<file path="src/cpuPkg.sv">
`default_nettype none

package cpuPkg;

	// ------------------------------
	// Word and field widths
	// ------------------------------
	localparam int instrWidth = 16;
	// Opcode sits in the upper bits of the instruction
	localparam int opWidth = 6;
	// Immediate, data address or branch target
	localparam int argWidth = 10;
	localparam int pcWidth = 10;
	localparam int dataWidth = 8;

	// Data memory size in bytes
	localparam int ramDepth = 1024;

	// Jump-to-self at the end of the program
	localparam logic [pcWidth-1:0] haltAddr = 10'd240;

	// ------------------------------
	// Opcodes
	// ------------------------------
	localparam logic [opWidth-1:0] NOP = 6'h00;
	localparam logic [opWidth-1:0] LDCA = 6'h01;
	localparam logic [opWidth-1:0] LDCB = 6'h02;
	localparam logic [opWidth-1:0] LDA = 6'h03;
	localparam logic [opWidth-1:0] LDB = 6'h04;
	localparam logic [opWidth-1:0] STA = 6'h05;
	localparam logic [opWidth-1:0] STB = 6'h06;
	localparam logic [opWidth-1:0] ADDA = 6'h07;
	localparam logic [opWidth-1:0] ADDB = 6'h08;
	localparam logic [opWidth-1:0] SUBA = 6'h09;
	localparam logic [opWidth-1:0] ANDA = 6'h0A;
	// Conditional branches on the flags
	localparam logic [opWidth-1:0] BACS = 6'h0B;
	localparam logic [opWidth-1:0] BAZS = 6'h0C;
	localparam logic [opWidth-1:0] JMP = 6'h0D;

	// ------------------------------
	// ALU operation select
	// ------------------------------
	// Pass forwards the load value untouched
	localparam logic [1:0] ALU_PASS = 2'd0;
	localparam logic [1:0] ALU_ADD = 2'd1;
	localparam logic [1:0] ALU_SUB = 2'd2;
	localparam logic [1:0] ALU_AND = 2'd3;

endpackage

`default_nettype wire
</file>
<file path="src/instrDecode.sv">
`timescale 1ns/1ps
`default_nettype none

module instrDecode (
	input logic [cpuPkg::opWidth-1:0] opcode,
	output logic writeA,
	output logic writeB,
	// Load source is RAM, not the immediate
	output logic selMem,
	output logic [1:0] aluOp,
	output logic setFlags,
	output logic memWrite,
	// Store B rather than A
	output logic memSelB,
	output logic brOnCarry,
	output logic brOnZero,
	output logic brAlways
);

	import cpuPkg::*;

	always_comb begin
		// Everything idle unless the opcode says otherwise
		writeA = 1'b0;
		writeB = 1'b0;
		selMem = 1'b0;
		aluOp = ALU_PASS;
		setFlags = 1'b0;
		memWrite = 1'b0;
		memSelB = 1'b0;
		brOnCarry = 1'b0;
		brOnZero = 1'b0;
		brAlways = 1'b0;
		case (opcode)
			// ------------------------------
			// Loads and stores
			// ------------------------------
			LDCA: writeA = 1'b1;
			LDCB: writeB = 1'b1;
			LDA: begin
				writeA = 1'b1;
				selMem = 1'b1;
			end
			LDB: begin
				writeB = 1'b1;
				selMem = 1'b1;
			end
			STA: memWrite = 1'b1;
			STB: begin
				memWrite = 1'b1;
				memSelB = 1'b1;
			end
			// ------------------------------
			// Arithmetic and logic
			// ------------------------------
			ADDA: begin
				writeA = 1'b1;
				aluOp = ALU_ADD;
				setFlags = 1'b1;
			end
			ADDB: begin
				writeB = 1'b1;
				aluOp = ALU_ADD;
				setFlags = 1'b1;
			end
			SUBA: begin
				writeA = 1'b1;
				aluOp = ALU_SUB;
				setFlags = 1'b1;
			end
			ANDA: begin
				writeA = 1'b1;
				aluOp = ALU_AND;
				setFlags = 1'b1;
			end
			// Branches
			BACS: brOnCarry = 1'b1;
			BAZS: brOnZero = 1'b1;
			JMP: brAlways = 1'b1;
			// NOP and unknown codes keep the idle levels
			default: ;
		endcase
	end

endmodule

`default_nettype wire

</file>
<file path="config.mk">
export PLATFORM = sky130hd
export DESIGN_NAME = instrDecode
export DESIGN_NICKNAME = d
export VERILOG_FILES = /design/src/cpuPkg.sv /design/src/instrDecode.sv
export SDC_FILE = /design/constraint.sdc
export NUM_CORES = 1
export LEC_CHECK = 0
export BUFFER_PORTS_ARGS = -buffer_cell sky130_fd_sc_hd__buf_2
export CAP_MARGIN = 5
export CORE_AREA = 2 2 39 41
export DETAILED_ROUTE_END_ITERATION = 10
export DIE_AREA = 0 0 41 43
export GPL_ROUTABILITY_DRIVEN = 0
export PLACE_DENSITY = 0.47
export REMOVE_ABC_BUFFERS = 1
export SYNTH_ARGS = -nofsm -noshare
export SYNTH_HDL_FRONTEND = slang
export SYNTH_SLANG_ARGS = --single-unit
</file>
<file path="constraint.sdc">
create_clock -name vclk -period 1.3
set_input_delay 0.26 -clock vclk [all_inputs]
set_output_delay 0.26 -clock vclk [all_outputs]
set_load 0.05 [all_outputs]
</file>
==> tab_implementation.tex <==
\begin{tabular}{lr}
\hline
Metric & Value \\
\hline
\multicolumn{2}{l}{\textbf{Die}} \\
Initial core utilization & 19.71\% \\
DIE HEIGHT & between 40 and 50 um \\
Site row count & 14 \\
Number of top-level pins & 17 \\
Area of the placeable core & 1384 um\^{}2 \\
Die footprint & 1763 um\^{}2 \\
Horizontal die dimension & 41 um \\
\multicolumn{2}{l}{\textbf{Route}} \\
Average routed wire per standard cell & 10.54 um \\
Total wire length & 748 um \\
Initial detailed-routing violation count & 3 \\
Drt first pass iters & 2 \\
Number of remaining DRC errors & 0 \\
Number of vias after detailed routing & 323 \\
Via density & 4.549 \\
Post-route antenna net violation count & 0 \\
\multicolumn{2}{l}{\textbf{STA}} \\
Setup TNS & -0.2791 ns \\
Relative slew margins & 84.41\% \\
Setup repair after global routing missed its margin & true \\
Post-layout min period & 1.353 ns \\
Top achievable clock speed & 739.2 MHz \\
Number of setup violations in the final report & 7 \\
Final Hold Viols & 0 \\
Share of the clock period used by the worst path after layout & 104.1\% \\
Measured slew at the worst slew-check pin & 0.2327 ns \\
Setup slack of the critical path after layout & -0.05289 ns \\
Final count of pins violating max slew & 0 \\
\multicolumn{2}{l}{\textbf{Outcome}} \\
Failing checks & negative setup slack \\
Status & finished, violations left \\
\multicolumn{2}{l}{\textbf{Final layout}} \\
Final design utilization & between 40\% and 50\% \\
Layout net count & 63 \\
Clock buffer cells & 0 \\
Final design area excluding fillers & 566.8 um\^{}2 \\
Count of sequential standard cells & 0 \\
Layout cell share with drive strength beyond 1 & 76.36\% \\
Area added between synthesis and finish & 107.8\% \\
Sequential cell area & 0 um\^{}2 \\
Count of antenna diodes in the layout & 0 \\
\multicolumn{2}{l}{\textbf{Synth}} \\
Netlist cell types & 20 \\
Top-area cell type share of the netlist area & 16.51\% \\
Cell type contributing the most total cell area after synthesis & sky130\_fd\_sc\_hd\_\_buf\_6 \\
Post-Syn Instances & 34 \\
Sequential-to-total area share from yosys stat & 0\% \\
Syn. warnings & 0 \\
Cell Area, Synth & 272.8 um\^{}2 \\
Avg Inst Size Synth & 8.022 um\^{}2 \\
Leading post-synthesis cells by cell area & sky130\_fd\_sc\_hd\_\_buf\_6 (17\%), sky130\_fd\_sc\_hd\_\_nor4b\_2 (11\%), sky130\_fd\_sc\_hd\_\_nand2b\_4 (10\%) \\
\multicolumn{2}{l}{\textbf{Pwr}} \\
Total power density per cell area & 295.9 nW/um\^{}2 \\
Leakage power total & 0.2355 nW \\
Peak ir drop on the vdd network & 0.1273 mV \\
Overall power consumption & 0.1677 mW \\
\multicolumn{2}{l}{\textbf{Global route}} \\
Initial antenna violation count & 0 \\
Overflow left after global routing & 0 \\
Total global routing track utilization & 8.991\% \\
Largest net degree at the start of global routing & 10 \\
Via count of the first global-routing pass & 295 \\
Global-route wire length before repair & 1207 um \\
\multicolumn{2}{l}{\textbf{Worst setup path}} \\
Worst Setup End Kind & primary output \\
Worst Path Max Fanout & 6 \\
Data arrival, critical path & 1.09 ns \\
Crit path required time & 1.04 ns \\
Worst setup path class & in2out \\
Kind of start point of the critical path & primary input \\
\multicolumn{2}{l}{\textbf{Placement}} \\
Place WS & -0.2685 ns \\
Half-perimeter wire length of the detailed placement result & 540.3 um \\
Area of placed instances & 387.9 um\^{}2 \\
Port Buf Inserts & 17 \\
\multicolumn{2}{l}{\textbf{Flow run}} \\
Reported max-cap violation count & 0 \\
\multicolumn{2}{l}{\textbf{Hold path}} \\
Type of the most critical hold path & in2out \\
\multicolumn{2}{l}{\textbf{Clocking}} \\
Post-CTS setup buffer count & 0 \\
Hold-fix buffers, CTS & 0 \\
\hline
\end{tabular}
## cell usage after synthesis, drive strengths merged (2+ instances only)
cell type	number
nand2	2
buf	5
nor2	2
nor4	2
nor4b	2
nor3	4
nand2b	4
a21oi	3
## power by group
part           switching [mW]  leakage (nW)  internal [mW]
clock                       0             0              0
sequential                  0             0              0
combinational          0.0907         0.235         0.0770
## what timing repair did
item                       in CTS  in global routing
gates resized for setup        28                 15
pin swaps                       4                  3
setup endpoints to repair      11                 10
gates cloned                    1                  0
## metrics by stage
step                      cells  hold WS, ns
after floorplan              29       0.6246
after global placement       70       0.9707
after detailed placement     70       0.9734
after CTS                    71       0.8313
after global routing         71       0.8448
final                        71       0.8275
## placed cells by master (no fill, tap or decap)
cell type                  synthesis  final
sky130_fd_sc_hd__buf_4             0     10
sky130_fd_sc_hd__or2_4             0      2
sky130_fd_sc_hd__nor4_4            0      2
sky130_fd_sc_hd__inv_1             1      1
sky130_fd_sc_hd__a311oi_2          1      1
sky130_fd_sc_hd__buf_6             4     13
sky130_fd_sc_hd__nor3_2            0      4
sky130_fd_sc_hd__clkbuf_4          0      1
sky130_fd_sc_hd__a21oi_1           3      2
sky130_fd_sc_hd__nand2b_4          2      2
sky130_fd_sc_hd__nor4b_4           0      2
sky130_fd_sc_hd__nand2_1           2      2
sky130_fd_sc_hd__o21ai_0           1      1
sky130_fd_sc_hd__a21oi_2           0      1
sky130_fd_sc_hd__and2b_2           1      1
sky130_fd_sc_hd__nor3b_1           1      1
sky130_fd_sc_hd__nor2_2            0      1
sky130_fd_sc_hd__nor2_1            2      1
sky130_fd_sc_hd__nand2b_1          2      2
sky130_fd_sc_hd__buf_8             0      1
sky130_fd_sc_hd__xor2_1            1      1
sky130_fd_sc_hd__nand4b_1          1      1
sky130_fd_sc_hd__xnor2_2           0      1
sky130_fd_sc_hd__nand3_1           1      1
## per-layer routing
layer	track usage, %	share of wire (%)	vias to the layer above
met3	0	5.6	0
met4	0	0	0
met2	15.00	52	10
met5	0	0	-
li1	-	-	163
met1	13.29	43	150
## area by class of cell
type	count	area, um^2
inverter	1	3.754
fill	152	817.0
multi-input combinational	29	299.0
timing repair buffer	25	244.0
tap	16	20.02
## worst max-delay path, stage by stage
cell and delay, ns:
sky130_fd_sc_hd__buf_6 0.09, sky130_fd_sc_hd__or2_4 0.31, sky130_fd_sc_hd__nor4_4 0.24, sky130_fd_sc_hd__buf_6 0.19
## worst paths after layout
| path | slack (ns) | depth (start not counted) | startpoint | end |
|---|---|---|---|---|
| worst max-delay path | -0.05 | 4 | opcode[5] | brAlways |
| worst min-delay path | 0.83 | 3 | opcode[3] | memWrite |
## cell families after synthesis
kind of cell	after synthesis	share of synthesized area, %
buffers and inverters	6	19.72
AOI/OAI and AO/OA	5	12.84
xor gates and xnor gates	2	6.423
and+or+nand+nor	21	61.01
No activity file was read; power rests on OpenSTA's default activity.
