$ cat config.mk
export PLATFORM = sky130hd
export DESIGN_NAME = accumulatorAlu
export DESIGN_NICKNAME = d
export VERILOG_FILES = /design/src/cpuPkg.sv /design/src/accumulatorAlu.sv
export SDC_FILE = /design/constraint.sdc
export NUM_CORES = 1
export LEC_CHECK = 0
export BUFFER_PORTS_ARGS = -buffer_cell sky130_fd_sc_hd__buf_2
export CORE_MARGIN = 1.5
export CORE_UTILIZATION = 30
export DETAILED_ROUTE_END_ITERATION = 8
export PLACE_DENSITY_LB_ADDON = 0.25
export SLEW_MARGIN = 20
export SYNTH_ARGS = -nofsm -noshare
export SYNTH_HDL_FRONTEND = slang
export SYNTH_SLANG_ARGS = --single-unit
$ cat constraint.sdc
create_clock -name clk -period 10.2 [get_ports clk]
set_clock_uncertainty 0.1 [all_clocks]
set_input_delay 2.04 -clock clk [delete_from_list [all_inputs] [get_ports clk]]
set_output_delay 2.04 -clock clk [all_outputs]
set_load 0.01 [all_outputs]
$ cat src/cpuPkg.sv
`default_nettype none

package cpuPkg;

	// ------------------------------
	// Word and field widths
	// ------------------------------
	localparam int instrWidth = 16;
	// Opcode sits in the upper bits of the instruction
	localparam int opWidth = 6;
	// Immediate, data address or branch target
	localparam int argWidth = 10;
	localparam int pcWidth = 10;
	localparam int dataWidth = 8;

	// Data memory size in bytes
	localparam int ramDepth = 1024;

	// Jump-to-self at the end of the program
	localparam logic [pcWidth-1:0] haltAddr = 10'd240;

	// ------------------------------
	// Opcodes
	// ------------------------------
	localparam logic [opWidth-1:0] NOP = 6'h00;
	localparam logic [opWidth-1:0] LDCA = 6'h01;
	localparam logic [opWidth-1:0] LDCB = 6'h02;
	localparam logic [opWidth-1:0] LDA = 6'h03;
	localparam logic [opWidth-1:0] LDB = 6'h04;
	localparam logic [opWidth-1:0] STA = 6'h05;
	localparam logic [opWidth-1:0] STB = 6'h06;
	localparam logic [opWidth-1:0] ADDA = 6'h07;
	localparam logic [opWidth-1:0] ADDB = 6'h08;
	localparam logic [opWidth-1:0] SUBA = 6'h09;
	localparam logic [opWidth-1:0] ANDA = 6'h0A;
	// Conditional branches on the flags
	localparam logic [opWidth-1:0] BACS = 6'h0B;
	localparam logic [opWidth-1:0] BAZS = 6'h0C;
	localparam logic [opWidth-1:0] JMP = 6'h0D;

	// ------------------------------
	// ALU operation select
	// ------------------------------
	// Pass forwards the load value untouched
	localparam logic [1:0] ALU_PASS = 2'd0;
	localparam logic [1:0] ALU_ADD = 2'd1;
	localparam logic [1:0] ALU_SUB = 2'd2;
	localparam logic [1:0] ALU_AND = 2'd3;

endpackage

`default_nettype wire
$ cat src/accumulatorAlu.sv
`timescale 1ns/1ps
`default_nettype none

module accumulatorAlu (
	input logic clk,
	input logic reset,
	input logic writeA,
	input logic writeB,
	input logic selMem,
	input logic [1:0] aluOp,
	input logic setFlags,
	input logic memSelB,
	input logic brOnCarry,
	input logic brOnZero,
	input logic brAlways,
	input logic [cpuPkg::argWidth-1:0] arg,
	input logic [cpuPkg::dataWidth-1:0] ramData,
	output logic [cpuPkg::dataWidth-1:0] accA,
	output logic [cpuPkg::dataWidth-1:0] accB,
	output logic carry,
	output logic zero,
	output logic [cpuPkg::dataWidth-1:0] storeData,
	output logic brTaken,
	output logic [cpuPkg::pcWidth-1:0] brTarget
);

	import cpuPkg::*;

	// Immediate or memory value for the loads
	logic [dataWidth-1:0] loadValue;
	// Top bit is carry out or borrow
	logic [dataWidth:0] aluResult;

	assign loadValue = selMem ? ramData : arg[dataWidth-1:0];

	// ------------------------------
	// Combinational datapath
	// ------------------------------
	always_comb begin
		case (aluOp)
			ALU_ADD: aluResult = {1'b0, accA} + {1'b0, accB};
			// Wraps past zero, so bit 8 flags a borrow
			ALU_SUB: aluResult = {1'b0, accA} - {1'b0, accB};
			ALU_AND: aluResult = {1'b0, accA & accB};
			default: aluResult = {1'b0, loadValue};
		endcase
	end

	// ------------------------------
	// Accumulators and flags
	// ------------------------------
	always_ff @(posedge clk) begin
		if (reset) begin
			accA <= '0;
			accB <= '0;
			carry <= 1'b0;
			zero <= 1'b0;
		end else begin
			if (writeA) begin
				accA <= aluResult[dataWidth-1:0];
			end
			if (writeB) begin
				accB <= aluResult[dataWidth-1:0];
			end
			// Loads leave the flags alone
			if (setFlags) begin
				carry <= aluResult[dataWidth];
				zero <= (aluResult[dataWidth-1:0] == '0);
			end
		end
	end

	assign storeData = memSelB ? accB : accA;

	// Decision from the flags as they stand now
	assign brTaken = brAlways | (brOnCarry & carry) | (brOnZero & zero);
	assign brTarget = arg;

endmodule

`default_nettype wire

==> flow_summary.yaml <==
outcome:
  status: "complete, no violations"
global_routing:
  grt_start_max_net_pins: 21
  global_route.overflow_total: 0
  grt_pass1_wl_um: 7450
  first_global_vias: 1541
  initial_antenna_violation_count: 0
  grt.total_usage: 0.156
synth:
  netlist_top_cells_count: "sky130_fd_sc_hd__nor2_1, sky130_fd_sc_hd__mux2i_1, sky130_fd_sc_hd__dfxtp_1, sky130_fd_sc_hd__ha_1, sky130_fd_sc_hd__buf_4"
  synthesis.area_sq_um: 1660
  post_synthesis_sequential_element_count: 18
  syn-mean-instance-area_sq_um: 8.27
  dominant_cells_by_area_after_synthesis: "sky130_fd_sc_hd__dfxtp_1, sky130_fd_sc_hd__mux2i_1, sky130_fd_sc_hd__ha_1, sky130_fd_sc_hd__nor2_1, sky130_fd_sc_hd__buf_4"
  synthMostInstantiatedCell: "sky130_fd_sc_hd__nor2_1"
  asyncSetResetFlopFracSynth: 0
  synthDominantAreaCellType: "sky130_fd_sc_hd__dfxtp_1"
  ys.warnings.count: 0
  synth_seq_area_share: 0.217
  postSynthNetCount: 245
  synth_edf_count: 0
  ys_dominant_reg_cell: "sky130_fd_sc_hd__dfxtp_1"
  synthesis.instances: 201
  synth.top_cell.area_share: 0.217
  synth_cell_type_count: 46
layout:
  postLayoutCoreUtil: 0.377
  layout.filler_cells: 541
  stdcell_count: 316
  register_area_sq_um: 360
  area.growth.synth_to_final_pct: 19.0
  final_nets: 291
  multi_input_logic_area_sq_um: 1130
  drive_above_1_share: 0.309
  antenna-diode-count: 0
drt:
  vias_per_cell: 5.14
  met2RoutedLength_um: 2070
  topRoutingLayerUsed: "met4"
  route.antenna.remaining_nets: 0
  route.detailed.drc: 0
  drt-wirelength-per-cell_um: 14.3
  drt_first_iter_violations: 120
  met1Wirelength_um: 2220
  met3WireLength_um: 216
  route.vias.total: 1623
  postRouteWirelength_um: 4530
  dr.pass1.iters: 4
floorplanning:
  dieArea_sq_um: 5990
  fp.coreArea_sq_um: 5240
  start_util: 0.317
  rows: 26
  dieHeight_um: 77.4
  io-pin-count: 67
  die_width_um: 77.4
clock_network:
  numCtsBuffers: 3
  clockBufferDepth: 2
  tritoncts: "built"
  hold_buffers: 0
  clock_tree.htree_level_count: 1
  clk_pin_slew_worst_paths_ns: 0.07
  clock_insertion_delay_worst_skew_ns: 0.25
  cts_post_setup_buffers_inserted: 0
  cts_resized: 0
  numClockSinks: 18
  clock_tree.root_cell: "sky130_fd_sc_hd__clkbuf_8"
power:
  intPower_mw: 0.196
  p_per_area_nw_per_um2: 168
  total_switching_power_mw: 0.137
  share_seq_of_total_power: 0.288
  ir_worst_vdd_mv: 0.0872
  fraction_of_power_spent_switching_nets: 0.410
  power_frac_clock: 0.171
  combPwrFrac: 0.541
  static_leakage_nw: 0.975
sta:
  final_ws_setup_ns: 5.31
  maxClockFrequency_ghz: 0.205
  final-max-slew-violation-count: 0
  grt_setup_unrepaired: "false"
  max_slew_margin: 0.617
  setup_violating_endpoint_count_in_the_final_report: 0
  setup_tns_ns: 0
  hold_violations: 0
  worst_slew_pin_slew_ns: 0.570
  post-route-min-period_ns: 4.89
  layout_worst_path_cycle_share: 0.479
placement:
  gp_routability_congestion: 0.828
  dp.final_hpwl_um: 3560
  place.detailed.instances: 312
  buffer_ports.inserted: 62
  dpl_worst_slack_ns: 5.20
setup_path:
  worstPathArrival_ns: 2.75
  crit_fanout: 10
  start_kind: "primary input"
  worstSetupEndpointType: "output port"
  worstPathRequired_ns: 8.06
  setup.worst_path.class: "in2out"
job:
  timing.max_cap.violations: 0
worst_hold_path:
  min_path_type: "reg2reg"
## worst paths after layout
path / start / to / slack, ns / cells past startpoint
worst max-delay path: memSelB / storeData[6] / 5.31 / 3
worst max register to register: accB[0]$_SDFFE_PP0P_ / zero$_SDFFE_PP0P_ / 6.93 / 10
worst min register to register: carry$_SDFFE_PP0P_ / carry$_SDFFE_PP0P_ / 0.40 / 2
worst min-delay path: carry$_SDFFE_PP0P_ / carry$_SDFFE_PP0P_ / 0.40 / 2
## logic make-up (layout without fill, tap and decap cells)
kind of cell | after synthesis | count (layout) | synth area share
and+or+nand+nor | 58 | 58 | 0.159
AOI/OAI and AO/OA | 43 | 43 | 0.187
buffers and inverters | 31 | 76 | 0.105
muxes | 29 | 29 | 0.180
DFF | 18 | 18 | 0.217
adders and majority gates | 14 | 14 | 0.110
xor gates and xnor gates | 8 | 8 | 0.0422
## critical path: stages
cell,delay (ns)
sky130_fd_sc_hd__buf_2,0.20
sky130_fd_sc_hd__mux2_2,0.36
sky130_fd_sc_hd__buf_2,0.14
## placed cells by master (no fill, tap or decap), types with 3 or more instances in the layout
master / n
sky130_fd_sc_hd__a41oi_1: 4
sky130_fd_sc_hd__xnor2_1: 7
sky130_fd_sc_hd__a31oi_1: 4
sky130_fd_sc_hd__mux2_2: 6
sky130_fd_sc_hd__inv_1: 8
sky130_fd_sc_hd__nand2b_1: 4
sky130_fd_sc_hd__nor2_1: 35
sky130_fd_sc_hd__clkbuf_8: 4
sky130_fd_sc_hd__ha_1: 13
sky130_fd_sc_hd__nor3b_1: 3
sky130_fd_sc_hd__nand2_1: 4
sky130_fd_sc_hd__nand3_1: 4
sky130_fd_sc_hd__dfxtp_1: 18
sky130_fd_sc_hd__a21oi_1: 10
sky130_fd_sc_hd__o21ai_1: 3
sky130_fd_sc_hd__buf_2: 62
sky130_fd_sc_hd__mux2i_1: 22
## sequential cells by signal, summed over array words and instances, names as in the netlist
register,count
carry,1
accA,8
accB,8
zero,1
## metrics by stage
stage / hold slack, ns / power (mW) / cell area [sq um]
5_1_grt: 0.430 / 0.363 / 1980
3_5_place_dp: 0.389 / 0.275 / 1920
6_report: 0.399 / 0.333 / 1980
4_1_cts: 0.402 / 0.335 / 1980
2_1_floorplan: 0.381 / 0.229 / 1660
3_3_place_gp: 0.374 / 0.275 / 1920
## layer usage
metal,vias up,track usage
li1,810,-
met1,764,0.218
met2,47,0.251
met3,2,0.0200
met4,0,0.0436
met5,-,0
## area by class of cell
class	instances	share of cell area
flip-flops and latches	18	0.182
multi-input cells	152	0.570
clock buffers	4	0.0278
repair buffers	62	0.157
inverters	10	0.0190
well taps	70	0.0443
## power groups by stage
stage          sequential (mW)  clock, mW  combinational (mW)
2_1_floorplan           0.0964          0               0.132
3_3_place_gp            0.0973          0               0.178
3_5_place_dp            0.0971          0               0.178
4_1_cts                 0.0958     0.0590               0.180
5_1_grt                 0.0980     0.0627               0.202
6_report                0.0958     0.0570               0.180
Power figures use the tool's default switching activity.
