[src/cpuPkg.sv]
`default_nettype none

package cpuPkg;

	// ------------------------------
	// Word and field widths
	// ------------------------------
	localparam int instrWidth = 16;
	// Opcode sits in the upper bits of the instruction
	localparam int opWidth = 6;
	// Immediate, data address or branch target
	localparam int argWidth = 10;
	localparam int pcWidth = 10;
	localparam int dataWidth = 8;

	// Data memory size in bytes
	localparam int ramDepth = 1024;

	// Jump-to-self at the end of the program
	localparam logic [pcWidth-1:0] haltAddr = 10'd240;

	// ------------------------------
	// Opcodes
	// ------------------------------
	localparam logic [opWidth-1:0] NOP = 6'h00;
	localparam logic [opWidth-1:0] LDCA = 6'h01;
	localparam logic [opWidth-1:0] LDCB = 6'h02;
	localparam logic [opWidth-1:0] LDA = 6'h03;
	localparam logic [opWidth-1:0] LDB = 6'h04;
	localparam logic [opWidth-1:0] STA = 6'h05;
	localparam logic [opWidth-1:0] STB = 6'h06;
	localparam logic [opWidth-1:0] ADDA = 6'h07;
	localparam logic [opWidth-1:0] ADDB = 6'h08;
	localparam logic [opWidth-1:0] SUBA = 6'h09;
	localparam logic [opWidth-1:0] ANDA = 6'h0A;
	// Conditional branches on the flags
	localparam logic [opWidth-1:0] BACS = 6'h0B;
	localparam logic [opWidth-1:0] BAZS = 6'h0C;
	localparam logic [opWidth-1:0] JMP = 6'h0D;

	// ------------------------------
	// ALU operation select
	// ------------------------------
	// Pass forwards the load value untouched
	localparam logic [1:0] ALU_PASS = 2'd0;
	localparam logic [1:0] ALU_ADD = 2'd1;
	localparam logic [1:0] ALU_SUB = 2'd2;
	localparam logic [1:0] ALU_AND = 2'd3;

endpackage

`default_nettype wire
[src/instrFetch.sv]
`timescale 1ns/1ps
`default_nettype none

module instrFetch (
	input logic clk,
	input logic reset,
	input logic brTaken,
	input logic [cpuPkg::pcWidth-1:0] brTarget,
	output logic [cpuPkg::pcWidth-1:0] pc,
	output logic [cpuPkg::instrWidth-1:0] instr
);

	// Address register for the ROM
	programCounter u_programCounter (
		.clk(clk),
		.reset(reset),
		.brTaken(brTaken),
		.brTarget(brTarget),
		.pc(pc)
	);

	// Instruction shows up in the same cycle as its pc
	instrRom u_instrRom (
		.addr(pc),
		.instr(instr)
	);

endmodule

`default_nettype wire

[src/instrRom.sv]
`timescale 1ns/1ps
`default_nettype none

module instrRom (
	input logic [cpuPkg::pcWidth-1:0] addr,
	output logic [cpuPkg::instrWidth-1:0] instr
);

	import cpuPkg::*;

	// Fixed program, read without a clock
	always_comb begin
		case (addr)
			// Constants then a round trip through RAM
			10'd0: instr = {LDCA, 10'd5};
			10'd1: instr = {LDCB, 10'd7};
			10'd2: instr = {NOP, 10'd0};
			10'd3: instr = {STA, 10'h125};
			10'd4: instr = {LDB, 10'h125};
			// Restore B so the sum is 5+7
			10'd5: instr = {LDCB, 10'd7};
			10'd6: instr = {NOP, 10'd0};
			10'd7: instr = {ADDA, 10'd0};
			// No carry here so this falls through
			10'd8: instr = {BACS, 10'd50};
			// 200+100 overflows
			10'd9: instr = {LDCA, 10'd200};
			10'd10: instr = {LDCB, 10'd100};
			10'd11: instr = {ADDA, 10'd0};
			10'd12: instr = {BACS, 10'd50};
			// Subtract equal values to reach zero
			10'd50: instr = {LDCB, 10'd44};
			10'd51: instr = {SUBA, 10'd0};
			10'd52: instr = {BAZS, 10'd60};
			// Logic ops and the B store path
			10'd60: instr = {LDCA, 10'h0F0};
			10'd61: instr = {LDCB, 10'h03C};
			10'd62: instr = {ANDA, 10'd0};
			10'd63: instr = {STB, 10'h200};
			10'd64: instr = {LDCB, 10'h00F};
			10'd65: instr = {ANDA, 10'd0};
			10'd66: instr = {LDA, 10'h200};
			10'd67: instr = {ADDB, 10'd0};
			// 0x3C minus 0x4B needs a borrow
			10'd68: instr = {SUBA, 10'd0};
			// AND with carry set must clear it
			10'd69: instr = {ANDA, 10'd0};
			// Spin here forever
			haltAddr: instr = {JMP, haltAddr};
			default: instr = {NOP, 10'd0};
		endcase
	end

endmodule

`default_nettype wire

[src/programCounter.sv]
`timescale 1ns/1ps
`default_nettype none

module programCounter (
	input logic clk,
	input logic reset,
	// Branch decision from the execute stage
	input logic brTaken,
	input logic [cpuPkg::pcWidth-1:0] brTarget,
	output logic [cpuPkg::pcWidth-1:0] pc
);

	import cpuPkg::*;

	// Next fetch address
	// A taken branch wins over the increment
	always_ff @(posedge clk) begin
		if (reset) begin
			pc <= '0;
		end else if (brTaken) begin
			// Absolute target from the operand field
			pc <= brTarget;
		end else begin
			// Wraps at the top of the ROM
			pc <= pc + pcWidth'(1);
		end
	end

endmodule

`default_nettype wire

[config.mk]
export PLATFORM = sky130hd
export DESIGN_NAME = instrFetch
export DESIGN_NICKNAME = d
export VERILOG_FILES = /design/src/cpuPkg.sv /design/src/instrFetch.sv /design/src/instrRom.sv /design/src/programCounter.sv
export SDC_FILE = /design/constraint.sdc
export NUM_CORES = 1
export LEC_CHECK = 0
export ABC_AREA = 1
export BUFFER_PORTS_ARGS = -buffer_cell sky130_fd_sc_hd__buf_2
export CAP_MARGIN = 20
export CORE_UTILIZATION = 50
export DETAILED_ROUTE_END_ITERATION = 8
export GPL_TIMING_DRIVEN = 0
export MAX_ROUTING_LAYER = met4
export PLACE_DENSITY = 0.9
export SETUP_SLACK_MARGIN = 0.4
export SYNTH_ARGS = -nofsm -noshare
export SYNTH_HDL_FRONTEND = slang
export SYNTH_HIERARCHICAL = 1
export SYNTH_SLANG_ARGS = --single-unit
[constraint.sdc]
create_clock -name clk -period 1.5 [get_ports clk]
set_input_delay 0.3 -clock clk [delete_from_list [all_inputs] [get_ports clk]]
set_output_delay 0.3 -clock clk [all_outputs]
set_load 0.01 [all_outputs]
==> impl_metrics.ini <==
[outcome]
status = finished, violations left
violations = setup timing

[sta]
setup_viol = 15
fin_skew_ns = 0.001205
whs_ns = 0.2636
fin_ws_ns = -0.4594
min_period_over_period = 1.306
final.setup.tns_ns = -4.738
final-max-slew-violation-count = 0
hold_violations = 0
rsz0062_at_grt = yes
max_freq_mhz = 510.4
min_period_ns = 1.959

[synth]
yosysWarnings = 6
synth_area_leaders = dfxtp_1, nand2_1, nor2_1
ys_seq_area_frac = 0.1709
netlist_instances = 207
synth_top_area_frac = 0.1709
avgSynthCellArea_um2 = 5.658
syn-cell-area_um2 = 1171
synth_largest_area_cell = dfxtp_1
synth-seq-cells = 10
ys_types = 28

[layout]
fillCellCount = 102
drive_gt1_frac = 0.5474
area_growth_pct = 69.87
reg_top3 = u_programCounter/pc: 10 flops
largest-register = u_programCounter/pc
layout.cells.non_filler = 302
layout.nets = 289
largest_reg_flops = 10
post-route-util = 0.8993
diodes = 0

[critical_path]
critical_path_arrival_ns = 1.66
crit_fanout = 6
crit_path_end_kind = primary output
crit_path_cell_trace = nor2_4, buf_6, nand2_4, buf_6, nand2_2, nand2_1, nand2_1, nor2_1, nand3_2, buf_2
crit_required_ns = 1.20
r2r_cells = 10
r2r_slack_ns = -0.01
reg2reg_from = u_programCounter/pc[0]
r2r-end = u_programCounter/pc[6]
cp-start-kind = flop
path_class = reg -> out
setup.worst_path.start = u_programCounter/pc[0]
cpMaxStageDelayCell = dfxtp_4
max_stage_delay_ns = 0.42

[power]
netSwitchingFraction = 0.4280
vdd_ir_drop_max_mv = 0.6488
p_seq_frac = 0.301
cell_internal_pwr_mw = 0.6365
switchingPower_mw = 0.4762
clockPowerShare = 0.189
pwr_density_cell_nw_per_um2 = 559.3
combPwrFrac = 0.510
power_leakage_nw = 1.128

[job]
maxCapViolCount = 0

[floorplan]
num_rows = 17
coreArea_um2 = 2212
die_area_um2 = 2540
initial_core_util = 0.5294
die_w_um = 50.40
die_y_um = 50.40
io_pins = 39

[clocking]
htreeDepth = 1
hold_buffers = 0
tritoncts = yes
clkLatencyLatePin_ns = 0.28
clock_sinks = 10
clkTransAtPathRegs_ns = 0.07
clock-root-buffer = clkbuf_4
cts_made_buffers = 3
clk_path_buf_depth = 2

[drt]
ant_nets = 0
post_drt_wl_per_cell_um = 17.87
drt_iter0_markers = 143
drt-total-wl_um = 5397
vias = 1783
first_pass_iters = 5
post-route-drc-count = 0
routed_via_density = 5.904

[global_routing]
grt_usage = 0.3012
grt_max_degree = 11
grt_pass1_vias = 1422
overflow = 0
grt_pass1_wl_um = 5775
antenna_found_initial = 0

[place]
dp_hpwl_um = 2441
pre_cts_ws_ns = -0.02613
dp.cells = 272
numPortBuffers = 36
gp_congestion = 0.9435

[hold_path]
hold_path_depth = 3
min_from = brTarget[1]
hold_class = in -> reg
hold_end = u_programCounter/pc[1]
[worst max-delay path by stage]
stage	endpoint	slack [ns]
2_1_floorplan	instr[12]	0.15
3_3_place_gp	instr[13]	-0.03
3_5_place_dp	instr[3]	-0.03
4_1_cts	instr[12]	-0.30
5_1_grt	instr[10]	-0.54
6_report	instr[10]	-0.46
[kinds of logic after synthesis]
| family | count (synthesis) | share of synthesized area |
|---|---|---|
| other | 1 | 0.003202 |
| DFF | 10 | 0.1709 |
| adders and majority gates | 1 | 0.01068 |
| AOI/OAI and AO/OA | 18 | 0.08653 |
| and+or+nand+nor | 137 | 0.5748 |
| xor gates and xnor gates | 3 | 0.02244 |
| buffers and inverters | 37 | 0.1314 |
[critical path: cells and delay by family, from the launching register on]
| family | cells | cell delay, ns |
|---|---|---|
| AND/OR/NAND/NOR | 7 | 0.58 |
| flip-flops | 1 | 0.42 |
| buffers and inverters | 3 | 0.37 |
[stage by stage]
stage	cell area (µm²)	power, mW
after floorplan	1250	0.5735
after detailed placement	1465	0.6767
after global routing	1989	1.149
after global placement	1465	0.6674
after CTS	1788	0.9864
final	1989	1.113
[Yosys cell counts]
cell      count
nor2_1       39
and2_4        2
o211ai_2      1
nand2_4       2
nor3_1        1
nand4_1       4
o21ai_0      10
nor2_4        3
nor2_2        7
and2_1        1
buf_6         1
nand2_2       6
conb_1        1
xor2_1        1
dfxtp_1      10
nand2_1      52
nor2_8        1
buf_4         2
o21ai_2       1
nand2_8       1
ha_1          1
nand3_2       2
xnor2_1       2
a21oi_1       5
inv_1        32
nand3_1      16
o21ai_1       1
inv_2         2
[power by group through the flow]
| stage | Sequential (mW) | Clock (mW) | Combinational [mW] |
|---|---|---|---|
| CTS | 0.329 | 0.199 | 0.459 |
| floorplan | 0.342 | 0 | 0.232 |
| global placement | 0.338 | 0 | 0.329 |
| detailed placement | 0.340 | 0 | 0.337 |
| global route | 0.339 | 0.218 | 0.592 |
| finish | 0.335 | 0.210 | 0.567 |
[what timing repair did]
action | in CTS | in global routing
buffers inserted | 18 | 8
cloned | 0 | 0
gates resized for setup | 40 | 37
pin swaps | 25 | 29
setup endpoints to repair | 24 | 33
[area by class of cell]
cell class / count / area (µm²) / area share
Sequential cell: 10 / 235.2 / 0.1182
Timing Repair Buffer: 62 / 505.5 / 0.2541
Inverter: 34 / 130.1 / 0.06541
Multi-Input combinational cell: 161 / 1031 / 0.5182
Buffer: 3 / 26.28 / 0.01321
Tap cell: 28 / 35.03 / 0.01761
Clock buffer: 4 / 26.28 / 0.01321
[per-layer routing]
layer	up-vias	GRT usage	wire, µm
li1	771	-	-
met5	-	-	0
met3	60	0.02727	491
met2	157	0.5578	2616
met1	795	0.3175	1839
met4	0	0.1435	450
[cells in the final DEF (no fill, tap or decap), drive strengths merged, types with 3 or more instances in the layout]
cell	Yosys	final
clkbuf	0	4
nand2	61	61
and2	3	3
nand3	18	18
a21oi	5	5
buf	3	65
dfxtp	10	10
nand4	4	4
inv	34	34
nor2	50	50
o21ai	12	12
(Power assumes the default switching activity.)
